`config.mk`:
```
export PLATFORM = sky130hd
export DESIGN_NAME = sdp_core
export DESIGN_NICKNAME = d
export VERILOG_FILES = /design/src/logic/sdp_pkg.sv /design/src/logic/sdp_core_unpack.sv /design/src/logic/sdp_core_alu.sv /design/src/logic/sdp_core_pack.sv /design/src/logic/sdp_core_ctrl.sv /design/src/logic/sdp_core.sv
export SDC_FILE = /design/constraint.sdc
export NUM_CORES = 1
export LEC_CHECK = 0
export ABC_AREA = 1
export ABC_CLOCK_PERIOD_IN_PS = 9700
export CAP_MARGIN = 40
export CELL_PAD_IN_SITES_DETAIL_PLACEMENT = 1
export CELL_PAD_IN_SITES_GLOBAL_PLACEMENT = 1
export CORE_MARGIN = 3
export CORE_UTILIZATION = 44
export CTS_BUF_LIST = sky130_fd_sc_hd__clkbuf_4 sky130_fd_sc_hd__clkbuf_8 sky130_fd_sc_hd__clkbuf_16
export CTS_CLUSTER_SIZE = 10
export DETAILED_ROUTE_END_ITERATION = 8
export DONT_BUFFER_PORTS = 1
export GPL_ROUTABILITY_DRIVEN = 0
export PLACE_DENSITY_LB_ADDON = 0.25
export SLEW_MARGIN = 20
export SYNTH_ARGS = -nofsm -noshare
export SYNTH_HDL_FRONTEND = slang
export SYNTH_SLANG_ARGS = --single-unit
```
`constraint.sdc`:
```
create_clock -name autosa_core_clk -period 9.7 [get_ports autosa_core_clk]
set_clock_uncertainty 0.15 [all_clocks]
set_input_delay 0.485 -clock autosa_core_clk [delete_from_list [all_inputs] [get_ports autosa_core_clk]]
set_output_delay 0.485 -clock autosa_core_clk [all_outputs]
set_load 0.01 [all_outputs]
```
`src/logic/sdp_pkg.sv`:
```
package sdp_pkg;

  // ====================
  // widths.
  localparam int narrow_w   = 32;                  // one stream beat.
  localparam int wide_w     = 128;                 // one unpacked word.
  localparam int pack_ratio = wide_w / narrow_w;   // beats per word.
  localparam int elem_w     = 16;
  localparam int lane_n     = wide_w / elem_w;     // elements per word.
  localparam int len_w      = 8;                   // layer length in words.
  localparam int seg_w      = $clog2(pack_ratio);
  localparam int beat_w     = len_w + seg_w;       // beats per layer.

  // index of the top segment of a word.
  localparam logic [seg_w-1:0] seg_last = seg_w'(pack_ratio - 1);

  // saturation limits of one element.
  localparam logic [elem_w-1:0] elem_max = {1'b0, {(elem_w-1){1'b1}}};
  localparam logic [elem_w-1:0] elem_min = {1'b1, {(elem_w-1){1'b0}}};

  // ====================
  // opcodes and states.
  typedef enum logic [1:0] {
    op_bypass    = 2'd0,  // unchanged.
    op_bias      = 2'd1,  // saturating bias add.
    op_relu      = 2'd2,
    op_bias_relu = 2'd3   // bias add, then relu.
  } sdp_op_e;

  typedef enum logic [1:0] {
    st_idle  = 2'd0,
    st_run   = 2'd1,
    st_drain = 2'd2
  } sdp_state_e;

  // ====================
  // layer config, 26 bits. len of zero means 256 words.
  typedef struct packed {
    sdp_op_e                  op;
    logic signed [elem_w-1:0] bias;
    logic [len_w-1:0]         len;
  } sdp_cfg_t;

  typedef logic [narrow_w-1:0] narrow_t;

  // lane 0 sits in the low bits.
  typedef logic [lane_n-1:0][elem_w-1:0] wide_t;

endpackage

```
`src/logic/sdp_core_unpack.sv`:
```
`timescale 1ns/1ps

module sdp_core_unpack (
  input  logic             autosa_core_clk,
  input  logic             autosa_core_rstn,
  input  logic             inp_pvld,
  output logic             inp_prdy,
  input  sdp_pkg::narrow_t inp_data,
  output logic             out_pvld,
  input  logic             out_prdy,
  output sdp_pkg::wide_t   out_data
);

  logic [sdp_pkg::seg_w-1:0]                            pack_cnt;
  logic                                                 pack_pvld;
  logic                                                 inp_acc;
  logic                                                 is_pack_last;
  logic [sdp_pkg::pack_ratio-1:0][sdp_pkg::narrow_w-1:0] seg_q;

  // ====================
  // handshake.

  // a held word blocks new beats until it leaves.
  assign inp_prdy     = !pack_pvld || out_prdy;
  assign inp_acc      = inp_pvld && inp_prdy;
  assign is_pack_last = (pack_cnt == sdp_pkg::seg_last);
  assign out_pvld     = pack_pvld;

  always_ff @(posedge autosa_core_clk or negedge autosa_core_rstn) begin
    if (!autosa_core_rstn) begin
      pack_pvld <= 1'b0;
    end else if (inp_prdy) begin
      pack_pvld <= inp_pvld && is_pack_last;  // word complete.
    end
  end

  // beat counter.
  always_ff @(posedge autosa_core_clk or negedge autosa_core_rstn) begin
    if (!autosa_core_rstn) begin
      pack_cnt <= '0;
    end else if (inp_acc) begin
      if (is_pack_last) begin
        pack_cnt <= '0;
      end else begin
        pack_cnt <= pack_cnt + 1'b1;
      end
    end
  end

  // ====================
  // segment store, beat 0 in the low bits.
  always_ff @(posedge autosa_core_clk) begin
    if (inp_acc) begin
      seg_q[pack_cnt] <= inp_data;
    end
  end

  assign out_data = seg_q;

  a_cnt_range: assert property (
    @(posedge autosa_core_clk) disable iff (!autosa_core_rstn)
    pack_cnt <= sdp_pkg::seg_last
  ) else $error("unpack beat counter out of range.");

endmodule

```
`src/logic/sdp_core_alu.sv`:
```
`timescale 1ns/1ps

module sdp_core_alu (
  input  logic              autosa_core_clk,
  input  logic              autosa_core_rstn,
  input  sdp_pkg::sdp_cfg_t cfg_q,
  input  logic              inp_pvld,
  output logic              inp_prdy,
  input  sdp_pkg::wide_t    inp_data,
  output logic              out_pvld,
  input  logic              out_prdy,
  output sdp_pkg::wide_t    out_data
);

  sdp_pkg::wide_t res_next;
  logic           use_bias;
  logic           use_relu;

  // ====================
  // per-lane rule.

  // signed add, clamped to the element range.
  function automatic logic [sdp_pkg::elem_w-1:0] sat_add(
    input logic [sdp_pkg::elem_w-1:0] a,
    input logic [sdp_pkg::elem_w-1:0] b
  );
    logic [sdp_pkg::elem_w:0] sum;
    logic [sdp_pkg::elem_w-1:0] res;
    sum = {a[sdp_pkg::elem_w-1], a} + {b[sdp_pkg::elem_w-1], b};
    if (sum[sdp_pkg::elem_w] == sum[sdp_pkg::elem_w-1]) begin
      res = sum[sdp_pkg::elem_w-1:0];
    end else if (sum[sdp_pkg::elem_w]) begin
      res = sdp_pkg::elem_min;  // negative overflow.
    end else begin
      res = sdp_pkg::elem_max;
    end
    return res;
  endfunction

  always_comb begin
    use_bias = 1'b0;
    use_relu = 1'b0;
    unique case (cfg_q.op)
      sdp_pkg::op_bypass: begin
      end
      sdp_pkg::op_bias: use_bias = 1'b1;
      sdp_pkg::op_relu: use_relu = 1'b1;
      sdp_pkg::op_bias_relu: begin
        use_bias = 1'b1;
        use_relu = 1'b1;
      end
      default: begin
      end
    endcase
  end

  always_comb begin
    for (int i = 0; i < sdp_pkg::lane_n; i++) begin
      res_next[i] = use_bias ? sat_add(inp_data[i], cfg_q.bias) : inp_data[i];
      if (use_relu && res_next[i][sdp_pkg::elem_w-1]) begin
        res_next[i] = '0;  // negative clamps to zero.
      end
    end
  end

  // ====================
  // one pipeline stage.
  assign inp_prdy = !out_pvld || out_prdy;

  always_ff @(posedge autosa_core_clk or negedge autosa_core_rstn) begin
    if (!autosa_core_rstn) begin
      out_pvld <= 1'b0;
    end else if (inp_prdy) begin
      out_pvld <= inp_pvld;
    end
  end

  always_ff @(posedge autosa_core_clk) begin
    if (inp_pvld && inp_prdy) begin
      out_data <= res_next;
    end
  end

  a_hold_data: assert property (
    @(posedge autosa_core_clk) disable iff (!autosa_core_rstn)
    out_pvld && !out_prdy |=> $stable(out_data)
  ) else $error("alu result changed while stalled.");

endmodule

```
`src/logic/sdp_core_pack.sv`:
```
`timescale 1ns/1ps

module sdp_core_pack (
  input  logic             autosa_core_clk,
  input  logic             autosa_core_rstn,
  input  logic             inp_pvld,
  output logic             inp_prdy,
  input  sdp_pkg::wide_t   inp_data,
  output logic             out_pvld,
  input  logic             out_prdy,
  output sdp_pkg::narrow_t out_data
);

  logic [sdp_pkg::pack_ratio-1:0][sdp_pkg::narrow_w-1:0] word_q;
  logic [sdp_pkg::seg_w-1:0]                            seg_idx;
  logic                                                 out_acc;
  logic                                                 is_seg_last;

  assign out_acc     = out_pvld && out_prdy;
  assign is_seg_last = (seg_idx == sdp_pkg::seg_last);

  // free when empty or the top segment leaves now.
  assign inp_prdy = !out_pvld || (out_prdy && is_seg_last);

  // ====================
  // word and segment index.
  always_ff @(posedge autosa_core_clk or negedge autosa_core_rstn) begin
    if (!autosa_core_rstn) begin
      out_pvld <= 1'b0;
      seg_idx  <= '0;
    end else if (inp_pvld && inp_prdy) begin
      out_pvld <= 1'b1;
      seg_idx  <= '0;  // restart at the low segment.
    end else if (out_acc) begin
      if (is_seg_last) begin
        out_pvld <= 1'b0;
      end else begin
        seg_idx <= seg_idx + 1'b1;
      end
    end
  end

  always_ff @(posedge autosa_core_clk) begin
    if (inp_pvld && inp_prdy) begin
      word_q <= inp_data;
    end
  end

  assign out_data = word_q[seg_idx];  // lowest segment first.

  a_pvld_hold: assert property (
    @(posedge autosa_core_clk) disable iff (!autosa_core_rstn)
    out_pvld && !out_prdy |=> out_pvld
  ) else $error("pack valid dropped before acceptance.");

endmodule

```
`src/logic/sdp_core_ctrl.sv`:
```
`timescale 1ns/1ps

module sdp_core_ctrl (
  input  logic              autosa_core_clk,
  input  logic              autosa_core_rstn,
  input  sdp_pkg::sdp_cfg_t cfg,
  input  logic              start,
  input  logic              inp_acc,
  input  logic              out_acc,
  output sdp_pkg::sdp_cfg_t cfg_q,
  output logic              in_gate,
  output logic              busy,
  output logic              done
);

  sdp_pkg::sdp_state_e           state;
  logic [sdp_pkg::beat_w-1:0]    in_cnt;
  logic [sdp_pkg::beat_w-1:0]    out_cnt;
  logic [sdp_pkg::len_w-1:0]     len_m1;
  logic [sdp_pkg::beat_w-1:0]    last_beat;
  logic                          in_last;
  logic                          out_last;

  // ====================
  // layer length in beats.

  // len of zero wraps to 255 and so counts 256 words.
  assign len_m1    = cfg_q.len - 1'b1;
  assign last_beat = {len_m1, sdp_pkg::seg_last};
  assign in_last   = inp_acc && (in_cnt == last_beat);
  assign out_last  = out_acc && (out_cnt == last_beat);

  assign in_gate = (state == sdp_pkg::st_run);
  assign busy    = (state != sdp_pkg::st_idle);

  // ====================
  // layer FSM.
  always_ff @(posedge autosa_core_clk or negedge autosa_core_rstn) begin
    if (!autosa_core_rstn) begin
      state   <= sdp_pkg::st_idle;
      cfg_q   <= '0;
      in_cnt  <= '0;
      out_cnt <= '0;
      done    <= 1'b0;
    end else begin
      done <= 1'b0;
      unique case (state)
        sdp_pkg::st_idle: begin
          if (start) begin
            cfg_q   <= cfg;
            in_cnt  <= '0;
            out_cnt <= '0;
            state   <= sdp_pkg::st_run;
          end
        end
        sdp_pkg::st_run: begin
          if (inp_acc) in_cnt <= in_cnt + 1'b1;
          if (out_acc) out_cnt <= out_cnt + 1'b1;
          if (in_last) state <= sdp_pkg::st_drain;  // close the input.
        end
        sdp_pkg::st_drain: begin
          if (out_acc) out_cnt <= out_cnt + 1'b1;
          if (out_last) begin
            state <= sdp_pkg::st_idle;
            done  <= 1'b1;
          end
        end
        default: state <= sdp_pkg::st_idle;
      endcase
    end
  end

  // start during a layer is dropped.
  a_start_busy: assert property (
    @(posedge autosa_core_clk) disable iff (!autosa_core_rstn)
    !(start && busy)
  ) else $warning("start ignored while busy.");

endmodule

```
`src/logic/sdp_core.sv`:
```
`timescale 1ns/1ps

module sdp_core (
  input  logic              autosa_core_clk,
  input  logic              autosa_core_rstn,
  input  sdp_pkg::sdp_cfg_t cfg,
  input  logic              start,
  output logic              busy,
  output logic              done,
  input  logic              inp_pvld,
  output logic              inp_prdy,
  input  sdp_pkg::narrow_t  inp_data,
  output logic              out_pvld,
  input  logic              out_prdy,
  output sdp_pkg::narrow_t  out_data
);

  sdp_pkg::sdp_cfg_t cfg_q;
  logic              in_gate;
  logic              unp_pvld;
  logic              unp_prdy;
  logic              inp_acc;
  logic              out_acc;
  logic              word_pvld;
  logic              word_prdy;
  sdp_pkg::wide_t    word_data;
  logic              res_pvld;
  logic              res_prdy;
  sdp_pkg::wide_t    res_data;

  // ====================
  // input gating and transfer strobes.
  assign unp_pvld = inp_pvld && in_gate;
  assign inp_prdy = unp_prdy && in_gate;  // closed outside a layer.
  assign inp_acc  = unp_pvld && unp_prdy;
  assign out_acc  = out_pvld && out_prdy;

  sdp_core_ctrl u_ctrl (
    .autosa_core_clk  (autosa_core_clk),
    .autosa_core_rstn (autosa_core_rstn),
    .cfg              (cfg),
    .start            (start),
    .inp_acc          (inp_acc),
    .out_acc          (out_acc),
    .cfg_q            (cfg_q),
    .in_gate          (in_gate),
    .busy             (busy),
    .done             (done)
  );

  // ====================
  // datapath.
  sdp_core_unpack u_unpack (
    .autosa_core_clk  (autosa_core_clk),
    .autosa_core_rstn (autosa_core_rstn),
    .inp_pvld         (unp_pvld),
    .inp_prdy         (unp_prdy),
    .inp_data         (inp_data),
    .out_pvld         (word_pvld),
    .out_prdy         (word_prdy),
    .out_data         (word_data)
  );

  sdp_core_alu u_alu (
    .autosa_core_clk  (autosa_core_clk),
    .autosa_core_rstn (autosa_core_rstn),
    .cfg_q            (cfg_q),
    .inp_pvld         (word_pvld),
    .inp_prdy         (word_prdy),
    .inp_data         (word_data),
    .out_pvld         (res_pvld),
    .out_prdy         (res_prdy),
    .out_data         (res_data)
  );

  sdp_core_pack u_pack (
    .autosa_core_clk  (autosa_core_clk),
    .autosa_core_rstn (autosa_core_rstn),
    .inp_pvld         (res_pvld),
    .inp_prdy         (res_prdy),
    .inp_data         (res_data),
    .out_pvld         (out_pvld),
    .out_prdy         (out_prdy),
    .out_data         (out_data)
  );

endmodule

```
==> implementation parameters <==
Parameter                              Value

Final layout
  Layout net count    3013
  Fraction of final layout cells sized beyond drive strength 1    10.4%
  Post-synthesis to final-layout area growth    13.2%
  Fillers    6363
  Utilization after layout    50.4%
  Commonest non-fill, non-tap cell in the layout    sky130_fd_sc_hd__nand2_1
  Commonest cells after routing, fill and taps aside    sky130_fd_sc_hd__nand2_1, sky130_fd_sc_hd__edfxtp_1, sky130_fd_sc_hd__nor2_1, sky130_fd_sc_hd__inv_1, sky130_fd_sc_hd__a21oi_1

Die
  Core Area    about 0.056 mm²
  Area of the die    0.0601 mm²
  Initial Utilization    44.5%
  Site Rows    87
  Die outline width    245 µm
  Die height    245 µm
  Top-level port count    99

Setup path
  Cell at the slowest stage of the critical path    sky130_fd_sc_hd__dfrtp_1
  Launch point of the worst reg-to-reg path    u_ctrl.cfg_q[9]$_DFFE_PN0P_
  Setup Crit Path Kind    reg -> reg
  Ordered cell list for the critical path    inv_1, buf_16, fa_1, o21ai_2, nand2_1, nand2_2, nand2_2, nand2_1, nand2_1, nand2_1, nand2_1, inv_1, nor2_1, nor2_1, nor2_1
  Worst path max stage delay    ~710 ps
  Worst-path fanout max    14
  Critical path arrival    3980 ps
  Nature of the critical path endpoint    flip-flop
  Category of the worst setup path launch point    flip-flop
  Cell family with the largest share of critical-path delay    simple AND/OR/NAND/NOR gates
  FF-to-FF setup slack    5910 ps
  Most used cell along the critical path    sky130_fd_sc_hd__nand2_1
  Worst path bufs/invs    3
  Start point of the critical path    u_ctrl.cfg_q[9]$_DFFE_PN0P_
  CP Data Required Time    9890 ps

Clocking
  Level count of the clock H-tree    2
  Clock tree from TritonCTS    built
  Clk pin slew, worst setup/hold paths    60 ps
  Number of clock sinks    440
  Largest buffer count on any clock path    3
  Count of instances resized after the clock tree is built    0
  Clk Latency, worst-skew pair    approximately 600 ps
  Number of buffers created by CTS    53
  CTS root buffer    sky130_fd_sc_hd__clkbuf_16

Timing
  Final number of setup-violating endpoints    0
  Max transition margin    42.3%
  Maximum operating frequency    264 MHz
  Worst hold slack    159 ps
  Number of hold-slack violations in the final timing report    0
  Final worst-path cycle share    between 30% and 40%
  Slew at the pin closest to its max-slew limit    865 ps
  RSZ-0062 raised after global routing    false
  Setup TNS after final layout    0 ps
  Fin. max-slew vios    0
  Shortest period the worst path allows    3790 ps

Synthesis
  Synth warnings    0
  EDFF count, synth    about 380
  Number of synthesized register bits    440
  Synthesized area    0.0252 mm²
  Most used flip-flop cell after synthesis    sky130_fd_sc_hd__edfxtp_1
  Number of standard cells after synthesis    approximately 2700
  Syn avg cell area    9.24 µm²
  Synth async-reset ratio    12.7%
  Sequential area share after synthesis    about half
  Nets in the synthesized netlist    2934
  Count of unique library cells instantiated by Yosys    45

Power and ir drop
  Switching share of power    47.2%
  Worst VDD drop    around 0.17 mV
  Psw    4.97 mW
  Cell internal pwr    5.55 mW
  Power Density    369 mW/mm²
  Sequential group share of total power    27.0%
  Combinational power share    between 50% and 60%
  Fraction of power consumed by the clock network    a little under a fifth
  Standby leakage power    approximately 12 nW

Outcome
  Result of the run    finished clean

GRT
  Antenna violations before repair    8
  Largest net degree at the start of global routing    74
  Vias in the first global route    21400
  Residual overflow from global routing    0
  Wire length of the first global-routing pass    around 130000 µm
  Global Route Usage Sum    around 28%

Routing
  Final wirelength    between 80000 and 90000 µm
  Number of DRC markers after the initial detailed-route iteration    1504
  Mean routed wirelength per cell    23.0 µm
  DRT antenna net count    0
  First drt pass iteration count    5
  Via-to-Cell Ratio    5.62
  DRC violation count after routing    0
  Via count    about 20000

Place
  DP Wirelength    60600 µm
  Port buffer count    0

Worst hold path
  Hold Path Class    in -> reg
  Hold wc startpoint    out_prdy

Run
  Max Cap Violations    0
[flip-flops by register name, indices dropped and copies added, names as in the netlist, 2 cells and up]
signal             count
u_alu.out_data       128
u_pack.seg_idx         2
u_pack.word_q        128
u_unpack.out_data    128
u_ctrl.state           2
u_ctrl.out_cnt        10
u_ctrl.cfg_q          26
u_unpack.pack_cnt      2
u_ctrl.in_cnt         10
[kinds of logic after synthesis]
family | synth area share, %
adder cells (fa/ha/maj) | 7.65
flip-flops | 51.4
XOR/XNOR | 3.24
AND/OR/NAND/NOR | 21.9
buffers and inverters | 5.29
multiplexers | 0.716
AO/OA/AOI/OAI | 9.84
[worst reg2reg max path, delay by kind of cell (launching register included)]
| family | cells | cell delay [ps] |
|---|---|---|
| AND/OR/NAND/NOR | 10 | 1190 |
| buffers and inverters | 3 | 750 |
| flip-flops | 1 | 710 |
| adder cells (fa/ha/maj) | 1 | 500 |
| AO/OA/AOI/OAI | 1 | 260 |
[area by class of cell]
class,count,area (µm²),area share [%]
Sequential cell,440,12900,45.5
Multi-Input combinational cell,1970,10900,38.4
Clock buffer,76,1550,5.43
Timing Repair Buffer,90,1070,3.76
Tap cell,756,946,3.32
Inverter,246,926,3.25
Clock inverter,10,103,0.360
Antenna cell,5,12.5,0.0440
[metrics by stage]
| stage | total power [mW] | setup WS (ps) | std cells | area, µm² |
|---|---|---|---|---|
| floorplan | 6.88 | 2890 | 2722 | 25200 |
| global placement | 8.16 | 5990 | 3423 | 25800 |
| detailed placement | 8.49 | 5710 | 3439 | 26100 |
| CTS | 10.5 | 5700 | 3586 | 28400 |
| global route | 11.3 | 5650 | 3588 | 28400 |
| finish | 10.5 | 5910 | 3593 | 28500 |
[cell usage after synthesis (4+ instances only)]
| master | count | share of area, % |
|---|---|---|
| sky130_fd_sc_hd__edfxtp_1 | 384 | 46 |
| sky130_fd_sc_hd__o21bai_1 | 25 | 0.75 |
| sky130_fd_sc_hd__nor3_1 | 13 | 0.26 |
| sky130_fd_sc_hd__nand2_1 | 601 | 9.0 |
| sky130_fd_sc_hd__buf_6 | 15 | 0.67 |
| sky130_fd_sc_hd__inv_2 | 6 | 0.090 |
| sky130_fd_sc_hd__a21o_1 | 6 | 0.18 |
| sky130_fd_sc_hd__inv_1 | 239 | 3.6 |
| sky130_fd_sc_hd__mux2_2 | 16 | 0.72 |
| sky130_fd_sc_hd__and3_1 | 6 | 0.15 |
| sky130_fd_sc_hd__ha_1 | 141 | 7.0 |
| sky130_fd_sc_hd__o21ai_2 | 5 | 0.17 |
| sky130_fd_sc_hd__nand2_4 | 7 | 0.31 |
| sky130_fd_sc_hd__a21oi_1 | 223 | 4.4 |
| sky130_fd_sc_hd__o22ai_1 | 33 | 0.82 |
| sky130_fd_sc_hd__buf_2 | 4 | 0.080 |
| sky130_fd_sc_hd__nand3_2 | 6 | 0.24 |
| sky130_fd_sc_hd__buf_4 | 11 | 0.33 |
| sky130_fd_sc_hd__or2_1 | 8 | 0.20 |
| sky130_fd_sc_hd__nor2_1 | 331 | 4.9 |
| sky130_fd_sc_hd__nand3_1 | 147 | 2.9 |
| sky130_fd_sc_hd__a21oi_2 | 9 | 0.31 |
| sky130_fd_sc_hd__clkbuf_1 | 36 | 0.54 |
| sky130_fd_sc_hd__xnor2_1 | 34 | 1.2 |
| sky130_fd_sc_hd__o21ai_1 | 7 | 0.14 |
| sky130_fd_sc_hd__fa_1 | 8 | 0.64 |
| sky130_fd_sc_hd__o21ai_0 | 133 | 2.6 |
| sky130_fd_sc_hd__nor4_1 | 4 | 0.099 |
| sky130_fd_sc_hd__dfrtp_1 | 56 | 5.6 |
| sky130_fd_sc_hd__nand2_2 | 43 | 1.1 |
| sky130_fd_sc_hd__nand4_1 | 12 | 0.30 |
| sky130_fd_sc_hd__or2_2 | 63 | 1.6 |
| sky130_fd_sc_hd__xor2_1 | 59 | 2.1 |
| sky130_fd_sc_hd__nor3_2 | 10 | 0.40 |
[what timing repair did]
action,4_1_cts,5_1_grt
hold buffers,61,0
setup buffers,0,0
hold endpoints to repair,212,0
[metal layers]
metal  wire length [µm]  track usage (%)  up-vias  share of wire (%)
met5                 24                0        -              0.029
met4               1710             6.44        4                2.1
met3               6400             5.90      104                7.7
met2              38000             44.8      590                 46
met1              36400             37.9    10100                 44
li1                   -                -     9378                  -
[worst paths after layout]
| path | to | cells after the start |
|---|---|---|
| setup / recovery | u_alu.out_data[46]$_SDFFCE_PP0P_ | 15 |
| hold / removal | u_pack.seg_idx[1]$_DFFE_PN0P_ | 4 |
| setup reg to reg | u_alu.out_data[46]$_SDFFCE_PP0P_ | 15 |
| hold reg to reg | u_pack.word_q[23]$_DFFE_PP_ | 0 |
| max in group asynchronous | u_ctrl.cfg_q[24]$_DFFE_PN0P_ | 2 |
| min in group asynchronous | u_ctrl.out_cnt[2]$_DFFE_PN0P_ | 2 |
[power groups by stage]
stage	logic (mW)	clock network, mW	registers (mW)
2_1_floorplan	4.17	0	2.70
3_3_place_gp	5.18	0	2.98
3_5_place_dp	5.58	0	2.91
4_1_cts	5.67	1.95	2.88
5_1_grt	6.43	2.04	2.85
6_report	5.75	1.92	2.84
Note: power is estimated with default switching activity, not from simulation.
